<file path="src/common/axi_pkg.sv">
`default_nettype none

package axi_pkg;

    localparam int ID_W     = 4;
    localparam int LEN_W    = 8;
    localparam int AXSIZE_W = 3;
    localparam int BURST_W  = 2;
    localparam int RESP_W   = 2;

    localparam logic [ID_W-1:0] ID_FETCH = 4'd0;    // instruction fetch reads
    localparam logic [ID_W-1:0] ID_DATA  = 4'd1;    // load/store traffic

    localparam logic [BURST_W-1:0] BURST_INCR = 2'b01;
    localparam logic [RESP_W-1:0]  RESP_OKAY  = 2'b00;

endpackage

`default_nettype wire

</file>
<file path="src/common/bus_pkg.sv">
`default_nettype none

package bus_pkg;

    localparam int ADDR_W    = 32;
    localparam int DATA_W    = 64;
    localparam int STRB_W    = DATA_W / 8;
    localparam int MEM_WORDS = 256;
    localparam int IDX_W     = $clog2(MEM_WORDS);   // word index is addr[IDX_W+2:3]

    // access size, log2 of the byte count
    typedef enum logic [1:0] {
        SIZE_B = 2'd0,
        SIZE_H = 2'd1,
        SIZE_W = 2'd2,
        SIZE_D = 2'd3
    } size_t;

    typedef enum logic [1:0] {
        GNT_IDLE  = 2'd0,
        GNT_FETCH = 2'd1,
        GNT_DATA  = 2'd2
    } grant_t;

    // clear the low address bits below the access size
    function automatic logic [ADDR_W-1:0] align_addr(logic [ADDR_W-1:0] addr, size_t size);
        logic [ADDR_W-1:0] mask;
        mask = ~((ADDR_W'(1) << size) - ADDR_W'(1));
        return addr & mask;
    endfunction

endpackage

`default_nettype wire

</file>
<file path="src/axi_master/axi_read_master.sv">
`timescale 1ns/1ps
`default_nettype none

module axi_read_master import bus_pkg::*, axi_pkg::*; (
    input  wire logic                clk,
    input  wire logic                rst,
    input  wire logic                rd_req_i,
    input  wire logic [ID_W-1:0]     rd_id_i,
    input  wire logic [ADDR_W-1:0]   rd_addr_i,
    input  wire size_t               rd_size_i,
    output logic                     rd_done_o,
    output logic [DATA_W-1:0]        rd_data_o,
    // AR channel
    output logic                     arvalid_o,
    input  wire logic                arready_i,
    output logic [ID_W-1:0]          arid_o,
    output logic [ADDR_W-1:0]        araddr_o,
    output logic [LEN_W-1:0]         arlen_o,
    output logic [AXSIZE_W-1:0]      arsize_o,
    output logic [BURST_W-1:0]       arburst_o,
    // R channel
    input  wire logic                rvalid_i,
    output logic                     rready_o,
    input  wire logic [DATA_W-1:0]   rdata_i,
    input  wire logic [ID_W-1:0]     rid_i,
    input  wire logic [RESP_W-1:0]   rresp_i
);

    typedef enum logic [1:0] {RD_IDLE, RD_ADDR, RD_DATA} rd_state_t;

    rd_state_t state_q;

    always_ff @(posedge clk) begin
        if (rst) begin
            state_q   <= RD_IDLE;
            rd_done_o <= 1'b0;
        end else begin
            rd_done_o <= 1'b0;
            case (state_q)
                RD_IDLE: if (rd_req_i)  state_q <= RD_ADDR;
                RD_ADDR: if (arready_i) state_q <= RD_DATA;
                RD_DATA: begin
                    if (rvalid_i) begin
                        state_q   <= RD_IDLE;
                        rd_done_o <= 1'b1;          // single-cycle done
                    end
                end
                default: state_q <= RD_IDLE;
            endcase
        end
    end

    always_ff @(posedge clk) begin
        if (state_q == RD_DATA && rvalid_i) begin
            rd_data_o <= rdata_i;                   // held for the done cycle
        end
    end

    // request fields are held by the arbiter during the transfer
    assign arvalid_o = (state_q == RD_ADDR);
    assign arid_o    = rd_id_i;
    assign araddr_o  = align_addr(rd_addr_i, rd_size_i);
    assign arlen_o   = '0;                          // single beat
    assign arsize_o  = {1'b0, rd_size_i};
    assign arburst_o = BURST_INCR;
    assign rready_o  = 1'b1;

    a_ar_hold: assert property (@(posedge clk) disable iff (rst)
        (arvalid_o && !arready_i) |=> (arvalid_o && $stable(araddr_o) && $stable(arid_o)));

    a_rid_match: assert property (@(posedge clk) disable iff (rst)
        (rvalid_i && rready_o) |-> (rid_i == arid_o && rresp_i == RESP_OKAY));

endmodule

`default_nettype wire

</file>
<file path="config.mk">
export PLATFORM = sky130hd
export DESIGN_NAME = axi_read_master
export DESIGN_NICKNAME = d
export VERILOG_FILES = /design/src/common/axi_pkg.sv /design/src/common/bus_pkg.sv /design/src/axi_master/axi_read_master.sv
export SDC_FILE = /design/constraint.sdc
export NUM_CORES = 1
export LEC_CHECK = 0
export BUFFER_PORTS_ARGS = -buffer_cell sky130_fd_sc_hd__buf_2
export CORE_AREA = 2 2 90 92
export DETAILED_ROUTE_END_ITERATION = 10
export DIE_AREA = 0 0 92 94
export GPL_ROUTABILITY_DRIVEN = 0
export GPL_TIMING_DRIVEN = 0
export PLACE_DENSITY = 0.71
export SYNTH_ARGS = -nofsm -noshare
export SYNTH_HDL_FRONTEND = slang
export SYNTH_SLANG_ARGS = --single-unit
</file>
<file path="constraint.sdc">
create_clock -name clk -period 5.3 [get_ports clk]
set_input_delay 0.53 -clock clk [delete_from_list [all_inputs] [get_ports clk]]
set_output_delay 0.53 -clock clk [all_outputs]
set_load 0.05 [all_outputs]
</file>
==> reports/metrics.cfg <==
[finish]
syn_to_final_growth_pct=55.2
drive_gt1_share_pct=65.2
num_antenna_cells=0
final_cells=464
nets=472

[synthesis]
synth_seq_cells=67
ys_warn_count=0
synth_cell_types=19
ys_seq_area_share_pct=81.4
synth_ff_type=edfxtp_1
postSynthAreaPerCell_sq_um=17.8
synth-edff-count=64
netlist_instances=137
async_flop_share_pct=0
syn_area_sq_mm=0.00243
yosysTopAreaCell=edfxtp_1
yosysMostFrequentCell=edfxtp_1
yosys-top-cells-area=edfxtp_1, buf_4, and2_1, dfxtp_1, nor2b_1
synth_top_area_share_pct=79.0
synth_common_cells=edfxtp_1, and2_1, buf_4, nor2b_1, clkbuf_1

[critical_path]
cp-start-kind=primary input
crit_path_end=araddr_o[30]
r2r-start=state_q[0]$_SDFFE_PP0P_
crit_required_ps=4770
cp_max_fo=10
crit_start=rd_size_i[1]
cp_data_arrival_time_ps=1880
ff2ff_path_depth=1
worstReg2RegEnd=rd_data_o[35]$_DFFE_PP_
rrSetupSlack_ps=3620
crit_type=primary input to output port
cp-end-kind=output port

[global_routing]
grt_max_degree=66
grt.total_usage_pct=13.3
grt_pass1_wl_um=8560
gr-total-overflow=0
grt_pass1_vias=1759
antenna_found_initial=0

[timing]
grt_setup_unrepaired=no
tightestPinTransition_ps=928
final_hold_viol_count=0
max_freq_ghz=0.416
fin_crit_sh_pct=45.4
setup_tns_ps=0
fin_worst_skew_ps=6.53
setup_viol=0
period_needed_ps=2410
slew_viol_final=0
slew_headroom_pct=38.2

[drt]
dr.pass1.iters=4
wl_per_cell_um=13.1
met1_length_um=2000
first_iter_violations=49
ant_nets=0
vias=1859
met3_length_um=690
drc_errors=0
highest_layer=met4
routed_wl_um=6090
avgViaCountPerCell=4.01
wl_met2_um=3330

[pwr]
switching_power_mw=0.320
power_density_mw_per_mm2=308
pwr-share-comb_pct=17.3
ir_drop_mv=0.115
leakagePower_nw=1.75
intPower_mw=0.843
clkPwrFrac_pct=31.9
p_seq_share_pct=50.8
switching_share_pct=27.5

[clocking]
cts_buffers=9
cts_tree=done
htreeDepth=3
ctsHoldBuffers=0
cts.repair.resized=0
clkSinkCount=67
insertion_delay_ps=320
root_buffer=clkbuf_8
cts_buffer_depth=2
clk_pin_slew_worst_paths_ps=70
post_cts_buffers=0

[min_path]
min_path_type=primary input to flip-flop

[job]
max_cap_violations=0

[placement]
dp_cells=448
port_buffers=199
dp.final_hpwl_um=4860

[die]
coreArea_sq_mm=0.00761
num_io_pins=229
die_w_um=92
die_y_um=94
start_util_pct=32.0
placementRows=32
die_area_sq_mm=0.00865

[outcome]
status=complete, no violations

## power groups by stage
stage / Clock, mW / Combinational [mW] / Sequential (mW)
floorplan: 0 / 0.119 / 0.624
global placement: 0 / 0.199 / 0.602
detailed placement: 0 / 0.202 / 0.603
CTS: 0.383 / 0.202 / 0.591
global route: 0.405 / 0.212 / 0.591
finish: 0.371 / 0.201 / 0.591
## critical path: stages
cell and delay [ps]:
buf_2 120, or2_2 300, ha_1 190, nand2b_1 130, clkbuf_2 200, and2_1 150
buf_2 260
## cells in the final DEF (no fill, tap or decap)
cell	n
nand3b_1	1
and3b_4	1
and2b_2	1
ha_1	2
a21oi_1	1
conb_1	12
clkbuf_8	11
inv_1	2
buf_2	199
nor2b_1	8
edfxtp_1	64
or2_2	1
a211oi_1	1
buf_4	18
clkinvlp_4	2
clkbuf_1	8
nand2b_1	4
clkinv_2	2
or3b_1	1
nor2_1	1
dfxtp_1	3
and2_1	18
clkbuf_2	1
## per-stage QoR
step | cell area, sq um | total power [mW] | hold WS, ps | worst slack (ps) | utilization, %
floorplan | 2470 | 0.743 | 428 | 3080 | -
global placement | 3590 | 0.801 | 450 | 2910 | 47.3
detailed placement | 3590 | 0.804 | 460 | 2880 | 47.3
CTS | 3770 | 1.18 | 354 | 2880 | 49.6
global route | 3780 | 1.21 | 351 | 2780 | 49.7
finish | 3780 | 1.16 | 374 | 2890 | 49.7
## flip-flops by register name (all words and copies together), names as in the netlist
register / cells
rd_data_o: 64
state_q: 2
rd_done_o: 1
## per-layer routing
| metal | vias up | global-route usage (%) |
|---|---|---|
| met5 | - | 0 |
| met4 | 0 | 5.72 |
| met3 | 6 | 4.74 |
| met2 | 146 | 25.5 |
| met1 | 820 | 12.7 |
| li1 | 887 | - |
## area by class of cell
| class | count | area [sq um] |
|---|---|---|
| flip-flops and latches | 67 | 1980 |
| clock inverters | 4 | 25.0 |
| fillers | 674 | 3830 |
| repair buffers | 199 | 996 |
| multi-input cells | 52 | 318 |
| clock buffers | 12 | 155 |
| inverters | 2 | 7.51 |
| plain buffers | 26 | 166 |
| well taps | 102 | 128 |
## worst min-delay path by stage
stage | start | endpoint | slack, ps | depth (start not counted)
CTS | rdata_i[39] | rd_data_o[39]$_DFFE_PP_ | 350 | 1
detailed placement | state_q[1]$_SDFFE_PP0P_ | state_q[0]$_SDFFE_PP0P_ | 460 | 1
global placement | state_q[1]$_SDFFE_PP0P_ | state_q[0]$_SDFFE_PP0P_ | 450 | 1
global route | rdata_i[58] | rd_data_o[58]$_DFFE_PP_ | 350 | 1
floorplan | state_q[1]$_SDFFE_PP0P_ | state_q[0]$_SDFFE_PP0P_ | 430 | 1
finish | rdata_i[28] | rd_data_o[28]$_DFFE_PP_ | 370 | 1
## cells by family after synthesis
| family | share of synthesized area [%] |
|---|---|
| other | 0.309 |
| AO/OA/AOI/OAI | 0.514 |
| AND/OR/NAND/NOR | 9.56 |
| flip-flops | 81.4 |
| adder cells (fa/ha/maj) | 1.03 |
| buffers and inverters | 7.15 |
Power figures use the tool's default switching activity.
