### src/common/axi_pkg.sv
`default_nettype none

package axi_pkg;

    localparam int ID_W     = 4;
    localparam int LEN_W    = 8;
    localparam int AXSIZE_W = 3;
    localparam int BURST_W  = 2;
    localparam int RESP_W   = 2;

    localparam logic [ID_W-1:0] ID_FETCH = 4'd0;    // instruction fetch reads
    localparam logic [ID_W-1:0] ID_DATA  = 4'd1;    // load/store traffic

    localparam logic [BURST_W-1:0] BURST_INCR = 2'b01;
    localparam logic [RESP_W-1:0]  RESP_OKAY  = 2'b00;

endpackage

`default_nettype wire

### src/common/bus_pkg.sv
`default_nettype none

package bus_pkg;

    localparam int ADDR_W    = 32;
    localparam int DATA_W    = 64;
    localparam int STRB_W    = DATA_W / 8;
    localparam int MEM_WORDS = 256;
    localparam int IDX_W     = $clog2(MEM_WORDS);   // word index is addr[IDX_W+2:3]

    // access size, log2 of the byte count
    typedef enum logic [1:0] {
        SIZE_B = 2'd0,
        SIZE_H = 2'd1,
        SIZE_W = 2'd2,
        SIZE_D = 2'd3
    } size_t;

    typedef enum logic [1:0] {
        GNT_IDLE  = 2'd0,
        GNT_FETCH = 2'd1,
        GNT_DATA  = 2'd2
    } grant_t;

    // clear the low address bits below the access size
    function automatic logic [ADDR_W-1:0] align_addr(logic [ADDR_W-1:0] addr, size_t size);
        logic [ADDR_W-1:0] mask;
        mask = ~((ADDR_W'(1) << size) - ADDR_W'(1));
        return addr & mask;
    endfunction

endpackage

`default_nettype wire

### src/axi_master/axi_write_master.sv
`timescale 1ns/1ps
`default_nettype none

module axi_write_master import bus_pkg::*, axi_pkg::*; (
    input  wire logic                clk,
    input  wire logic                rst,
    input  wire logic                wr_req_i,
    input  wire logic [ADDR_W-1:0]   wr_addr_i,
    input  wire size_t               wr_size_i,
    input  wire logic [DATA_W-1:0]   wr_wdata_i,
    output logic                     wr_done_o,
    // AW channel
    output logic                     awvalid_o,
    input  wire logic                awready_i,
    output logic [ID_W-1:0]          awid_o,
    output logic [ADDR_W-1:0]        awaddr_o,
    output logic [LEN_W-1:0]         awlen_o,
    output logic [AXSIZE_W-1:0]      awsize_o,
    output logic [BURST_W-1:0]       awburst_o,
    // W channel
    output logic                     wvalid_o,
    input  wire logic                wready_i,
    output logic [DATA_W-1:0]        wdata_o,
    output logic [STRB_W-1:0]        wstrb_o,
    output logic                     wlast_o,
    // B channel
    input  wire logic                bvalid_i,
    output logic                     bready_o,
    input  wire logic [RESP_W-1:0]   bresp_i
);

    typedef enum logic [1:0] {WR_IDLE, WR_SEND, WR_RESP} wr_state_t;

    wr_state_t         state_q;
    logic              aw_left;
    logic              w_left;
    logic [STRB_W-1:0] strb_run;

    // channels still waiting after this cycle
    assign aw_left = awvalid_o && !awready_i;
    assign w_left  = wvalid_o && !wready_i;

    always_ff @(posedge clk) begin
        if (rst) begin
            state_q   <= WR_IDLE;
            awvalid_o <= 1'b0;
            wvalid_o  <= 1'b0;
            wr_done_o <= 1'b0;
        end else begin
            wr_done_o <= 1'b0;
            case (state_q)
                WR_IDLE: begin
                    if (wr_req_i) begin
                        state_q   <= WR_SEND;
                        awvalid_o <= 1'b1;          // AW and W go out together
                        wvalid_o  <= 1'b1;
                    end
                end
                WR_SEND: begin
                    awvalid_o <= aw_left;
                    wvalid_o  <= w_left;
                    if (!aw_left && !w_left) state_q <= WR_RESP;
                end
                WR_RESP: begin
                    if (bvalid_i) begin
                        state_q   <= WR_IDLE;
                        wr_done_o <= 1'b1;
                    end
                end
                default: state_q <= WR_IDLE;
            endcase
        end
    end

    always_comb begin
        case (wr_size_i)
            SIZE_B:  strb_run = 8'h01;
            SIZE_H:  strb_run = 8'h03;
            SIZE_W:  strb_run = 8'h0f;
            default: strb_run = 8'hff;
        endcase
    end

    // low bytes copied into every lane, strobe picks the live ones
    always_comb begin
        case (wr_size_i)
            SIZE_B:  wdata_o = {8{wr_wdata_i[7:0]}};
            SIZE_H:  wdata_o = {4{wr_wdata_i[15:0]}};
            SIZE_W:  wdata_o = {2{wr_wdata_i[31:0]}};
            default: wdata_o = wr_wdata_i;
        endcase
    end

    assign awaddr_o  = align_addr(wr_addr_i, wr_size_i);
    assign wstrb_o   = strb_run << awaddr_o[2:0];
    assign awid_o    = ID_DATA;
    assign awlen_o   = '0;
    assign awsize_o  = {1'b0, wr_size_i};
    assign awburst_o = BURST_INCR;
    assign wlast_o   = 1'b1;                        // every beat is the last
    assign bready_o  = 1'b1;

    a_aw_hold: assert property (@(posedge clk) disable iff (rst)
        (awvalid_o && !awready_i) |=> (awvalid_o && $stable(awaddr_o)));

    a_w_hold: assert property (@(posedge clk) disable iff (rst)
        (wvalid_o && !wready_i) |=> (wvalid_o && $stable(wdata_o) && $stable(wstrb_o)));

    a_bresp_ok: assert property (@(posedge clk) disable iff (rst)
        bvalid_i |-> bresp_i == RESP_OKAY);

endmodule

`default_nettype wire

### config.mk
export PLATFORM = sky130hd
export DESIGN_NAME = axi_write_master
export DESIGN_NICKNAME = d
export VERILOG_FILES = /design/src/common/axi_pkg.sv /design/src/common/bus_pkg.sv /design/src/axi_master/axi_write_master.sv
export SDC_FILE = /design/constraint.sdc
export NUM_CORES = 1
export LEC_CHECK = 0
export ABC_AREA = 1
export BUFFER_PORTS_ARGS = -buffer_cell sky130_fd_sc_hd__clkbuf_2
export CAP_MARGIN = 20
export CORE_AREA = 2 2 91 93
export CTS_CLUSTER_DIAMETER = 50
export DETAILED_ROUTE_END_ITERATION = 10
export DIE_AREA = 0 0 93 95
export PLACE_DENSITY = 0.59
export SETUP_SLACK_MARGIN = 0.3
export SLEW_MARGIN = 20
export SYNTH_ARGS = -nofsm -noshare
export SYNTH_HDL_FRONTEND = slang
export SYNTH_SLANG_ARGS = --single-unit
### constraint.sdc
create_clock -name clk -period 2.6 [get_ports clk]
set_input_delay 0.26 -clock clk [delete_from_list [all_inputs] [get_ports clk]]
set_output_delay 0.26 -clock clk [all_outputs]
set_load 0.01 [all_outputs]
==> impl_metrics.env <==
export IMPL_cts_tree="done"
export IMPL_antenna_left=0
export IMPL_power_density_nw_per_um2=290
export IMPL_cts_buffers=3
export IMPL_nNetsFinal=565
export IMPL_diodes=0
export IMPL_row_count=33
export IMPL_cts_resized=0
export IMPL_yosysTopAreaCellShare_pct=25.0
export IMPL_multiInputGateArea_um2=962
export IMPL_holdBufCountCts=0
export IMPL_drt_total_wl_um=6790
export IMPL_synth_warnings=0
export IMPL_drc=0
export IMPL_numPortBuffers=182
export IMPL_syn_area_um2=1530
export IMPL_clk_path_buf_depth=2
export IMPL_synth_seq_cells=5
export IMPL_core_area_um2=7930
export IMPL_syn_avg_cell_area_um2=5.04
export IMPL_leakage_nw=1.58
export IMPL_required_ps=2340
export IMPL_cts_setup_buffers=0
export IMPL_final_common_cell="clkbuf_2"
export IMPL_synth_top_area_cell="nand2_1"
export IMPL_hold_violations=0
export IMPL_utilization_pct=29.9
export IMPL_yosys_cell_types_count=27
export IMPL_seq_area_frac_synth_pct=6.53
export IMPL_grt_pass1_vias=2116
export IMPL_hp_class="in -> reg"
export IMPL_worst_pin_slew_ps=637
export IMPL_setup_viol=0
export IMPL_drtIter0Drc=47
export IMPL_area_growth_pct=54.6
export IMPL_drive_above_1_share_pct=43.3
export IMPL_antenna_found_initial=0
export IMPL_die_y_um=95
export IMPL_root_buffer="clkbuf_8"
export IMPL_grt_max_degree=36
export IMPL_dp_hpwl_um=5730
export IMPL_status="finished clean"
export IMPL_drtPass1Iterations=4
export IMPL_clk_latency_ps=220
export IMPL_critical_path_max_fanout=9
export IMPL_synth_top_family_by_area="simple AND/OR/NAND/NOR gates"
export IMPL_netlist_instances=304
export IMPL_io_pins=232
export IMPL_wl_per_cell_um=12.1
export IMPL_crit_type="in -> out"
export IMPL_grt_overflow=0
export IMPL_synthMuxAreaShare_pct=0
export IMPL_die_area_um2=8840
export IMPL_max_freq_mhz=522
export IMPL_clk_pin_slew_ps=40
export IMPL_cts_sinks=5
export IMPL_via_per_inst=4.20
export IMPL_grt_pass1_wl_um=10000
export IMPL_synthXorXnorAreaFrac_pct=0
export IMPL_fillerInstances=912
export IMPL_regArea_um2=100
export IMPL_rsz0062_at_grt="no"
export IMPL_rr_worst_depth=4
export IMPL_synth_compound_area_share_pct=17.6
export IMPL_endpoint_kind="output port"
export IMPL_tns_ps=0
export IMPL_final_cell_mix="clkbuf_2, nand2_1, inv_1"
export IMPL_min_path_cells=2
export IMPL_slew_violations=0
export IMPL_final_min_clock_period_ps=1920
export IMPL_peakVddDrop_mv=0.118
export IMPL_vias=2361
export IMPL_synth_simple_gate_area_share_pct=40.2
export IMPL_crit_arrival_ps=1660
export IMPL_fin_skew_ps=2.33
export IMPL_die_x_um=93
export IMPL_slew_headroom_pct=57.4
export IMPL_synth_area_leaders="nand2_1, buf_4, inv_1"
export IMPL_grt_usage_pct=14.3
export IMPL_start_kind="primary input"
export IMPL_period_share_pct=73.7
export IMPL_cap_violations=0
export IMPL_htree_levels=1
export IMPL_synthAdderAreaFrac_pct=0.816
export IMPL_gp_congestion=0.730
export IMPL_initial_core_util_pct=19.3
==> path summary, 6_finish.rpt <==
kind	start	to	slack (ps)
worst max-delay path	wr_size_i[0]	wstrb_o[6]	680
worst min-delay path	rst	awvalid_o$_SDFFE_PP0P_	270
worst max register to register	state_q[0]$_SDFFE_PP0P_	wvalid_o$_SDFFE_PP0P_	1640
worst min register to register	state_q[0]$_SDFFE_PP0P_	wr_done_o$_SDFF_PP0_	470
==> sequential cells by signal (all words and copies together) (netlist names) <==
signal	cells
wr_done_o	1
state_q	2
awvalid_o	1
wvalid_o	1
==> cells by family after synthesis <==
logic type               Yosys count
AO/OA/AOI/OAI                     43
buffers and inverters            102
AND/OR/NAND/NOR                  151
flip-flops                         5
adder cells (fa/ha/maj)            1
other                              2
==> worst max-delay path: stages <==
cell and delay [ps]:
clkbuf_2 230, nor2_2 180, inv_2 130, ha_1 320
nand2_1 110, nand2_1 100, nand2_1 70, o21ai_1 120
clkbuf_2 140
==> cells in the mapped netlist <==
library cell and n:
inv_1 46, o21ai_0 13, nand2_4 1, a21oi_1 3, a31oi_1 6, nor4_1 1
conb_1 2, nor2_1 30, buf_2 2, o211ai_1 9, clkbuf_1 17, inv_4 1
o21ai_1 5, buf_6 4, ha_1 1, inv_2 3, nand2_2 2, nand3_1 6
dfxtp_1 5, o2111ai_1 3, nand2_1 102, buf_4 29, o22ai_1 1, nand4_1 7
nor2_2 1, o221ai_1 3, nor2_4 1
==> routing by layer <==
metal	GRT usage, %	vias up	share of wire (%)
met5	0	-	0
met4	3.80	0	1.9
met3	2.31	10	8.4
met2	28.3	133	52
met1	15.7	1017	38
li1	-	1201	-
==> report_power, final <==
group	switching, mW	internal, mW	leakage (nW)	total [mW]
Clock	0.0353	0.105	0.0228	0.140
Sequential	0.00471	0.0824	0.0411	0.0871
Combinational	0.274	0.185	1.51	0.460
Total	0.314	0.373	1.58	0.687
==> layout make-up <==
type | count | area share, %
clock buffers | 4 | 1.90
inverters | 50 | 8.03
multi-input cells | 212 | 40.6
flip-flops and latches | 5 | 4.22
well taps | 105 | 5.54
repair buffers | 186 | 39.7
==> through the flow <==
stage / total power, mW / std cells / setup slack, ps / cell area (µm²) / hold WS, ps
floorplan: 0.368 / 319 / 1180 / 1590 / 329
global placement: 0.547 / 558 / 709 / 2320 / 462
detailed placement: 0.552 / 558 / 671 / 2320 / 460
CTS: 0.696 / 562 / 664 / 2370 / 273
global route: 0.753 / 562 / 540 / 2370 / 279
finish: 0.687 / 562 / 683 / 2370 / 272
No activity file was read; power rests on OpenSTA's default activity.
