**src/common/axi_pkg.sv**
```systemverilog
`default_nettype none

package axi_pkg;

    localparam int ID_W     = 4;
    localparam int LEN_W    = 8;
    localparam int AXSIZE_W = 3;
    localparam int BURST_W  = 2;
    localparam int RESP_W   = 2;

    localparam logic [ID_W-1:0] ID_FETCH = 4'd0;    // instruction fetch reads
    localparam logic [ID_W-1:0] ID_DATA  = 4'd1;    // load/store traffic

    localparam logic [BURST_W-1:0] BURST_INCR = 2'b01;
    localparam logic [RESP_W-1:0]  RESP_OKAY  = 2'b00;

endpackage

`default_nettype wire

```
**src/common/bus_pkg.sv**
```systemverilog
`default_nettype none

package bus_pkg;

    localparam int ADDR_W    = 32;
    localparam int DATA_W    = 64;
    localparam int STRB_W    = DATA_W / 8;
    localparam int MEM_WORDS = 256;
    localparam int IDX_W     = $clog2(MEM_WORDS);   // word index is addr[IDX_W+2:3]

    // access size, log2 of the byte count
    typedef enum logic [1:0] {
        SIZE_B = 2'd0,
        SIZE_H = 2'd1,
        SIZE_W = 2'd2,
        SIZE_D = 2'd3
    } size_t;

    typedef enum logic [1:0] {
        GNT_IDLE  = 2'd0,
        GNT_FETCH = 2'd1,
        GNT_DATA  = 2'd2
    } grant_t;

    // clear the low address bits below the access size
    function automatic logic [ADDR_W-1:0] align_addr(logic [ADDR_W-1:0] addr, size_t size);
        logic [ADDR_W-1:0] mask;
        mask = ~((ADDR_W'(1) << size) - ADDR_W'(1));
        return addr & mask;
    endfunction

endpackage

`default_nettype wire

```
**src/bus_arbiter.sv**
```systemverilog
`timescale 1ns/1ps
`default_nettype none

module bus_arbiter import bus_pkg::*, axi_pkg::*; (
    input  wire logic              clk,
    input  wire logic              rst,
    // fetch requester
    input  wire logic              if_valid_i,
    input  wire logic [ADDR_W-1:0] if_addr_i,
    input  wire size_t             if_size_i,
    output logic                   if_ready_o,
    output logic [DATA_W-1:0]      if_data_o,
    // data requester
    input  wire logic              mem_valid_i,
    input  wire logic              mem_wen_i,
    input  wire logic [ADDR_W-1:0] mem_addr_i,
    input  wire size_t             mem_size_i,
    input  wire logic [DATA_W-1:0] mem_wdata_i,
    output logic                   mem_ready_o,
    output logic [DATA_W-1:0]      mem_rdata_o,
    // read master
    output logic                   rd_req_o,
    output logic [ID_W-1:0]        rd_id_o,
    output logic [ADDR_W-1:0]      rd_addr_o,
    output size_t                  rd_size_o,
    input  wire logic              rd_done_i,
    input  wire logic [DATA_W-1:0] rd_data_i,
    // write master
    output logic                   wr_req_o,
    output logic [ADDR_W-1:0]      wr_addr_o,
    output size_t                  wr_size_o,
    output logic [DATA_W-1:0]      wr_wdata_o,
    input  wire logic              wr_done_i
);

    grant_t grant_q;

    always_ff @(posedge clk) begin
        if (rst) begin
            grant_q <= GNT_IDLE;
        end else begin
            case (grant_q)
                GNT_IDLE: begin
                    if (mem_valid_i && !mem_wen_i) begin
                        grant_q <= GNT_DATA;            // data read wins
                    end else if (if_valid_i) begin
                        grant_q <= GNT_FETCH;
                    end
                end
                default: begin
                    if (rd_done_i) begin
                        grant_q <= GNT_IDLE;            // free the channel after done
                    end
                end
            endcase
        end
    end

    // read channel follows the grant
    assign rd_req_o  = (grant_q != GNT_IDLE) && !rd_done_i;
    assign rd_id_o   = (grant_q == GNT_DATA) ? ID_DATA : ID_FETCH;
    assign rd_addr_o = (grant_q == GNT_DATA) ? mem_addr_i : if_addr_i;
    assign rd_size_o = (grant_q == GNT_DATA) ? mem_size_i : if_size_i;

    // stores always own the write channel
    assign wr_req_o   = mem_valid_i && mem_wen_i && !wr_done_i;
    assign wr_addr_o  = mem_addr_i;
    assign wr_size_o  = mem_size_i;
    assign wr_wdata_o = mem_wdata_i;

    assign if_ready_o  = (grant_q == GNT_FETCH) && rd_done_i;
    assign if_data_o   = (grant_q == GNT_FETCH) ? rd_data_i : '0;
    assign mem_ready_o = ((grant_q == GNT_DATA) && rd_done_i) || wr_done_i;
    assign mem_rdata_o = (grant_q == GNT_DATA) ? rd_data_i : '0;

    // one read completion reaches exactly one requester
    a_one_read_ready: assert property (@(posedge clk) disable iff (rst)
        rd_done_i |-> (if_ready_o ^ (grant_q == GNT_DATA)));

    // owner and its request are fixed for the whole read transfer
    a_grant_held: assert property (@(posedge clk) disable iff (rst)
        rd_req_o |=> ($stable(grant_q) && $stable(rd_addr_o) && $stable(rd_size_o)));

endmodule

`default_nettype wire

```
**config.mk**
```make
export PLATFORM = sky130hd
export DESIGN_NAME = bus_arbiter
export DESIGN_NICKNAME = d
export VERILOG_FILES = /design/src/common/axi_pkg.sv /design/src/common/bus_pkg.sv /design/src/bus_arbiter.sv
export SDC_FILE = /design/constraint.sdc
export NUM_CORES = 1
export LEC_CHECK = 0
export BUFFER_PORTS_ARGS = -buffer_cell sky130_fd_sc_hd__buf_2
export CAP_MARGIN = 30
export CORE_AREA = 10 10 176 178
export CTS_CLUSTER_SIZE = 24
export DETAILED_ROUTE_END_ITERATION = 8
export DIE_AREA = 0 0 186 188
export SLEW_MARGIN = 20
export SYNTH_ARGS = -nofsm -noshare
export SYNTH_HDL_FRONTEND = slang
export SYNTH_SLANG_ARGS = --single-unit
```
**constraint.sdc**
```tcl
create_clock -name clk -period 1.35 [get_ports clk]
set_clock_uncertainty 0.05 [all_clocks]
set_input_delay 0.135 -clock clk [delete_from_list [all_inputs] [get_ports clk]]
set_output_delay 0.135 -clock clk [all_outputs]
set_load 0.02 [all_outputs]
```
==> flow_summary.ini, run 1 <==
[place]
hpwl_um = 11000
placed_cells = 873
place.gp.congestion = 0.780
place_area_mm2 = 0.00356
io_buffer_count = 339

[floorplan]
die-area_mm2 = 0.0350
die_width_um = 186
fp.dieH_um = 188
ios = 471
row_count = 61
core_mm2 = 0.0275
start_util_pct = 7.98

[finish]
layout_commonest_cell = buf_2
multiInputGateArea_mm2 = 0.00155
drive_gt1_share_pct = 92.0
fin_area_mm2 = 0.00511
regMostFlops = grant_q
diodes = 0
area_growth_pct = 133
largestRegisters = grant_q x2
finalNetCount = 758
final_cells = 899
n_fill_cell = 3020
final_cell_mix = buf_2, buf_6, and2_4
final_util_pct = 18.6
seqCellArea_um2 = 42.5
largest_reg_flops = 2

[critical_path]
reg2regPathDepth = 4
cp.arrival_ns = 1.55
rr_endpoint = grant_q[1]
rr_startpoint = grant_q[0]
crit_type = flop to output port
r2r_slack_ns = 0.01
crit_fanout = 12
critPathLaunchType = flop
worstPathRequired_ns = 1.16
cp-end-kind = output port

[sta]
setup_viol = 165
hold_viol = 0
fmax_mhz = 577
rsz0062_at_grt = true
drv_slew = 0
hold-worst-slack_ns = 0.0523
setup_ws_ns = -0.382
fin_crit_ns = 1.73
finalCritPeriodShare_pct = 128
tns_ns = -46.17

[global_routing]
grt_pass1_wl_um = 21000
grt_pass1_vias = 3387
track_usage_pct = 7.76
grt_start_max_net_pins = 28
antenna_found_initial = 0
grt_overflow_total = 0

[detailed_routing]
dr.pass1.iters = 4
final_antenna_net_count = 0
route.met3.wl_um = 2040
drt-initial-drc-count = 75
drc = 0
highest_layer = met4
detail_route.vias_per_cell = 3.29
wl_um = 16400
vias = 2961
dr_wl_met2_um = 7910
wl_per_cell_um = 18.3
wl_met1_um = 6020

[clock_network]
htreeDepth = 1
cts_max_path_buffers = 2
cts_root_buf = clkbuf_16
clkLatencyLatePin_ns = 0.22
path_clk_slew_ns = 0.03
holdBufCountCts = 0
cts-buffers-inserted = 3
cts_tree = built
cts_sinks = 2

[pwr]
peakVddDrop_mv = 0.674
p_per_area_mw_per_mm2 = 489
p_leak_nw = 2.64

[synthesis]
seq_area_frac_synth_pct = 1.83
synth.avg_cell_area_um2 = 7.33
synth_cell_types = 20
netlist_area_mm2 = 0.00219
synth-seq-cells = 2
postSynthCellCount = 299
yosys_warnings = 0

[job]
cap_violations = 0

[status]
violations = negative setup slack
status = complete, but fails checks

[worst_hold_path]
hold_path_end = grant_q[1]
min_path_cells = 2
hp-class = input port to flop
hp-start = rst
## critical path, cell delays in order (launching register included)
cell	delay (ns)
dfxtp_2	0.32
nor2b_4	0.15
buf_12	0.15
clkbuf_16	0.19
mux2_2	0.35
buf_2	0.16
## cell usage after synthesis
| library cell | number | area [µm²] |
|---|---|---|
| nor3b_1 | 1 | 7.51 |
| buf_2 | 1 | 5.00 |
| buf_4 | 102 | 766 |
| conb_1 | 1 | 3.75 |
| nor2_1 | 3 | 11.3 |
| nor2b_1 | 2 | 12.5 |
| clkbuf_2 | 11 | 55.1 |
| a21oi_1 | 1 | 5.00 |
| buf_6 | 4 | 45.0 |
| nand2_1 | 1 | 3.75 |
| clkbuf_1 | 1 | 3.75 |
| mux2_1 | 30 | 338 |
| a21o_1 | 1 | 7.51 |
| a41o_1 | 1 | 10.0 |
| and2_1 | 129 | 807 |
| mux2_2 | 4 | 45.0 |
| nand2b_1 | 2 | 12.5 |
| dfxtp_1 | 2 | 40.0 |
| or4b_1 | 1 | 10.0 |
| inv_1 | 1 | 3.75 |
## per-layer routing
| layer | GRT usage [%] | up-vias |
|---|---|---|
| li1 | - | 1335 |
| met1 | 7.97 | 1335 |
| met2 | 13.9 | 254 |
| met3 | 3.32 | 37 |
| met4 | 2.33 | 0 |
| met5 | 0 | - |
## worst max path at each step
stage | end | from | slack [ns]
final | rd_addr_o[3] | grant_q[1] | -0.38
after global routing | rd_addr_o[3] | grant_q[1] | -0.43
after floorplan | rd_addr_o[0] | grant_q[1] | -0.005
after detailed placement | rd_addr_o[9] | grant_q[1] | -0.15
after global placement | rd_addr_o[21] | grant_q[1] | -0.13
after CTS | rd_addr_o[10] | grant_q[1] | -0.37
## report_power, final
part | internal, mW | switching [mW] | total (mW)
logic | 1.02 | 0.971 | 1.99
registers | 0.0650 | 0.00445 | 0.0694
clock network | 0.377 | 0.0663 | 0.443
## cells by family (layout without fill, tap and decap cells)
| group | after synthesis | in the layout | synth area share, % |
|---|---|---|---|
| AO/OA/AOI/OAI | 3 | 3 | 1.03 |
| AND/OR/NAND/NOR | 139 | 139 | 39.4 |
| other | 1 | 3 | 0.171 |
| multiplexers | 34 | 34 | 17.5 |
| flip-flops | 2 | 2 | 1.83 |
| buffers and inverters | 120 | 372 | 40.1 |
## per-stage QoR
stage / setup WS (ns) / power (mW)
4_1_cts: -0.369 / 2.42
2_1_floorplan: -0.00478 / 1.16
3_5_place_dp: -0.151 / 1.42
6_report: -0.382 / 2.50
3_3_place_gp: -0.130 / 1.40
5_1_grt: -0.430 / 2.63
## cell type report
type                       count  area share (%)
clock buffer                   3            1.47
inverter                       1          0.0734
multi-input combinational    179            30.3
sequential                     2           0.832
tap                          346            8.47
timing repair buffer         368            58.8
## repair_timing
item | 4_1_cts | 5_1_grt
pin swaps | 23 | 76
buffers inserted | 7 | 6
setup endpoints to repair | 165 | 165
gates cloned | 11 | 3
resized for setup | 283 | 88
Note: power is estimated with default switching activity, not from simulation.
==> run 2: changes to the inputs <==
Settings changed: SETUP_SLACK_MARGIN set to 0.3.
==> flow_summary.ini, run 2 (same netlist as run 1, synthesis figures left out) <==
[status]
status = complete, but fails checks
violations = negative setup slack

[job]
cap_violations = 0

[global_routing]
grt_overflow_total = 0
grt_pass1_wl_um = 20600
grt_pass1_vias = 3290
antenna_found_initial = 1
track_usage_pct = 7.69
grt_start_max_net_pins = 35

[finish]
layout_commonest_cell = buf_2
largest_reg_flops = 2
n_fill_cell = 3044
finalNetCount = 765
fin_area_mm2 = 0.00521
largestRegisters = grant_q x2
area_growth_pct = 137
regMostFlops = grant_q
final_cell_mix = buf_2, and2_4, buf_6
diodes = 0
drive_gt1_share_pct = 98.0

[sta]
rsz0062_at_grt = true
fmax_mhz = 588
fin_crit_ns = 1.70
setup_ws_ns = -0.351
setup_viol = 167
finalCritPeriodShare_pct = 126
tns_ns = -43.50
drv_slew = 0
hold_viol = 0

[floorplan]
ios = 471
die-area_mm2 = 0.0350
row_count = 61
fp.dieH_um = 188
die_width_um = 186
core_mm2 = 0.0275
start_util_pct = 7.98

[clock_network]
clkLatencyLatePin_ns = 0.22
holdBufCountCts = 0
cts_root_buf = clkbuf_16
cts_tree = built
path_clk_slew_ns = 0.03
htreeDepth = 1
cts_sinks = 2
cts-buffers-inserted = 3
cts_max_path_buffers = 2

[detailed_routing]
wl_um = 16000
detail_route.vias_per_cell = 3.24
drt-initial-drc-count = 35
vias = 2937
wl_per_cell_um = 17.6
drc = 0
dr.pass1.iters = 4
final_antenna_net_count = 0

[critical_path]
cp-end-kind = output port
critPathLaunchType = flop
cp.arrival_ns = 1.52
cpMostUsedCell = buf_12
path_cells = nor2b_4 > buf_12 > buf_12 > buf_4 > buf_16 > and2_2 > buf_6
crit_slowest_cell = dfxtp_2
critPathMaxStageDelay_ns = 0.30
worstPathRequired_ns = 1.16
reg2regPathDepth = 5
crit_fanout = 7
crit_type = flop to output port

[pwr]
p_leak_nw = 2.82
p_per_area_mw_per_mm2 = 494
fin_total_pwr_mw = 2.57
peakVddDrop_mv = 0.664

[worst_hold_path]
hp-class = input port to flop
min_path_cells = 2

[place]
io_buffer_count = 339
place_area_mm2 = 0.00398
place.gp.congestion = 0.760
hpwl_um = 12000
dp_slack_ns = -0.164
-- run 2: cell count changes in the layout (fill, tap and decap cells not counted), sizes merged --
cell / before / now
buf: 365 / 372
-- run 2: per-layer routing --
metal  global-route usage [%]  vias to the layer above  part of all wire [%]
met5                        0                        -                 0.081
met2                     14.0                      259                    49
met1                     7.31                     1302                    35
met3                     4.00                       22                    14
li1                         -                     1352                     -
met4                     2.20                        2                   1.7
-- run 2: layout make-up --
class,count,area [µm²],share of cell area [%]
Timing Repair Buffer,375,2930,56.2
Sequential cell,2,42.5,0.817
Tap cell,346,433,8.32
Clock buffer,3,75.1,1.44
Inverter,1,3.75,0.0721
Multi-Input combinational cell,179,1730,33.2
-- run 2: stage by stage --
step	utilization, %	cells	hold slack (ns)
floorplan	-	301	0.147
global placement	14.5	878	0.220
detailed placement	14.5	878	0.220
CTS	18.3	900	0.0423
global route	18.9	906	0.0555
finish	18.9	906	0.0479
-- run 2: final timing paths --
kind / end / from / slack (ns)
hold / removal: grant_q[1] / rst / 0.05
setup / recovery: mem_rdata_o[44] / grant_q[1] / -0.35
setup reg to reg: grant_q[1] / grant_q[0] / -0.04
hold reg to reg: grant_q[1] / grant_q[1] / 0.58
-- run 2: power breakdown --
group          internal (mW)  switching [mW]  total (mW)  leakage (nW)
combinational           1.09           0.962        2.05          2.76
sequential            0.0649         0.00378      0.0687        0.0172
clock                  0.377          0.0744       0.452        0.0370
-- run 2: what timing repair did --
item / 4_1_cts / 5_1_grt
setup endpoints to repair: 167 / 168
gates resized for setup: 206 / 32
buffers inserted: 9 / 3
pin swaps: 35 / 14
cloned: 10 / 3
-- run 2: worst max-delay path: cells and delay by family, from the launching register on --
| kind | cells | cell delay (ns) |
|---|---|---|
| DFF | 1 | 0.30 |
| buffers and inverters | 5 | 0.67 |
| and+or+nand+nor | 2 | 0.31 |
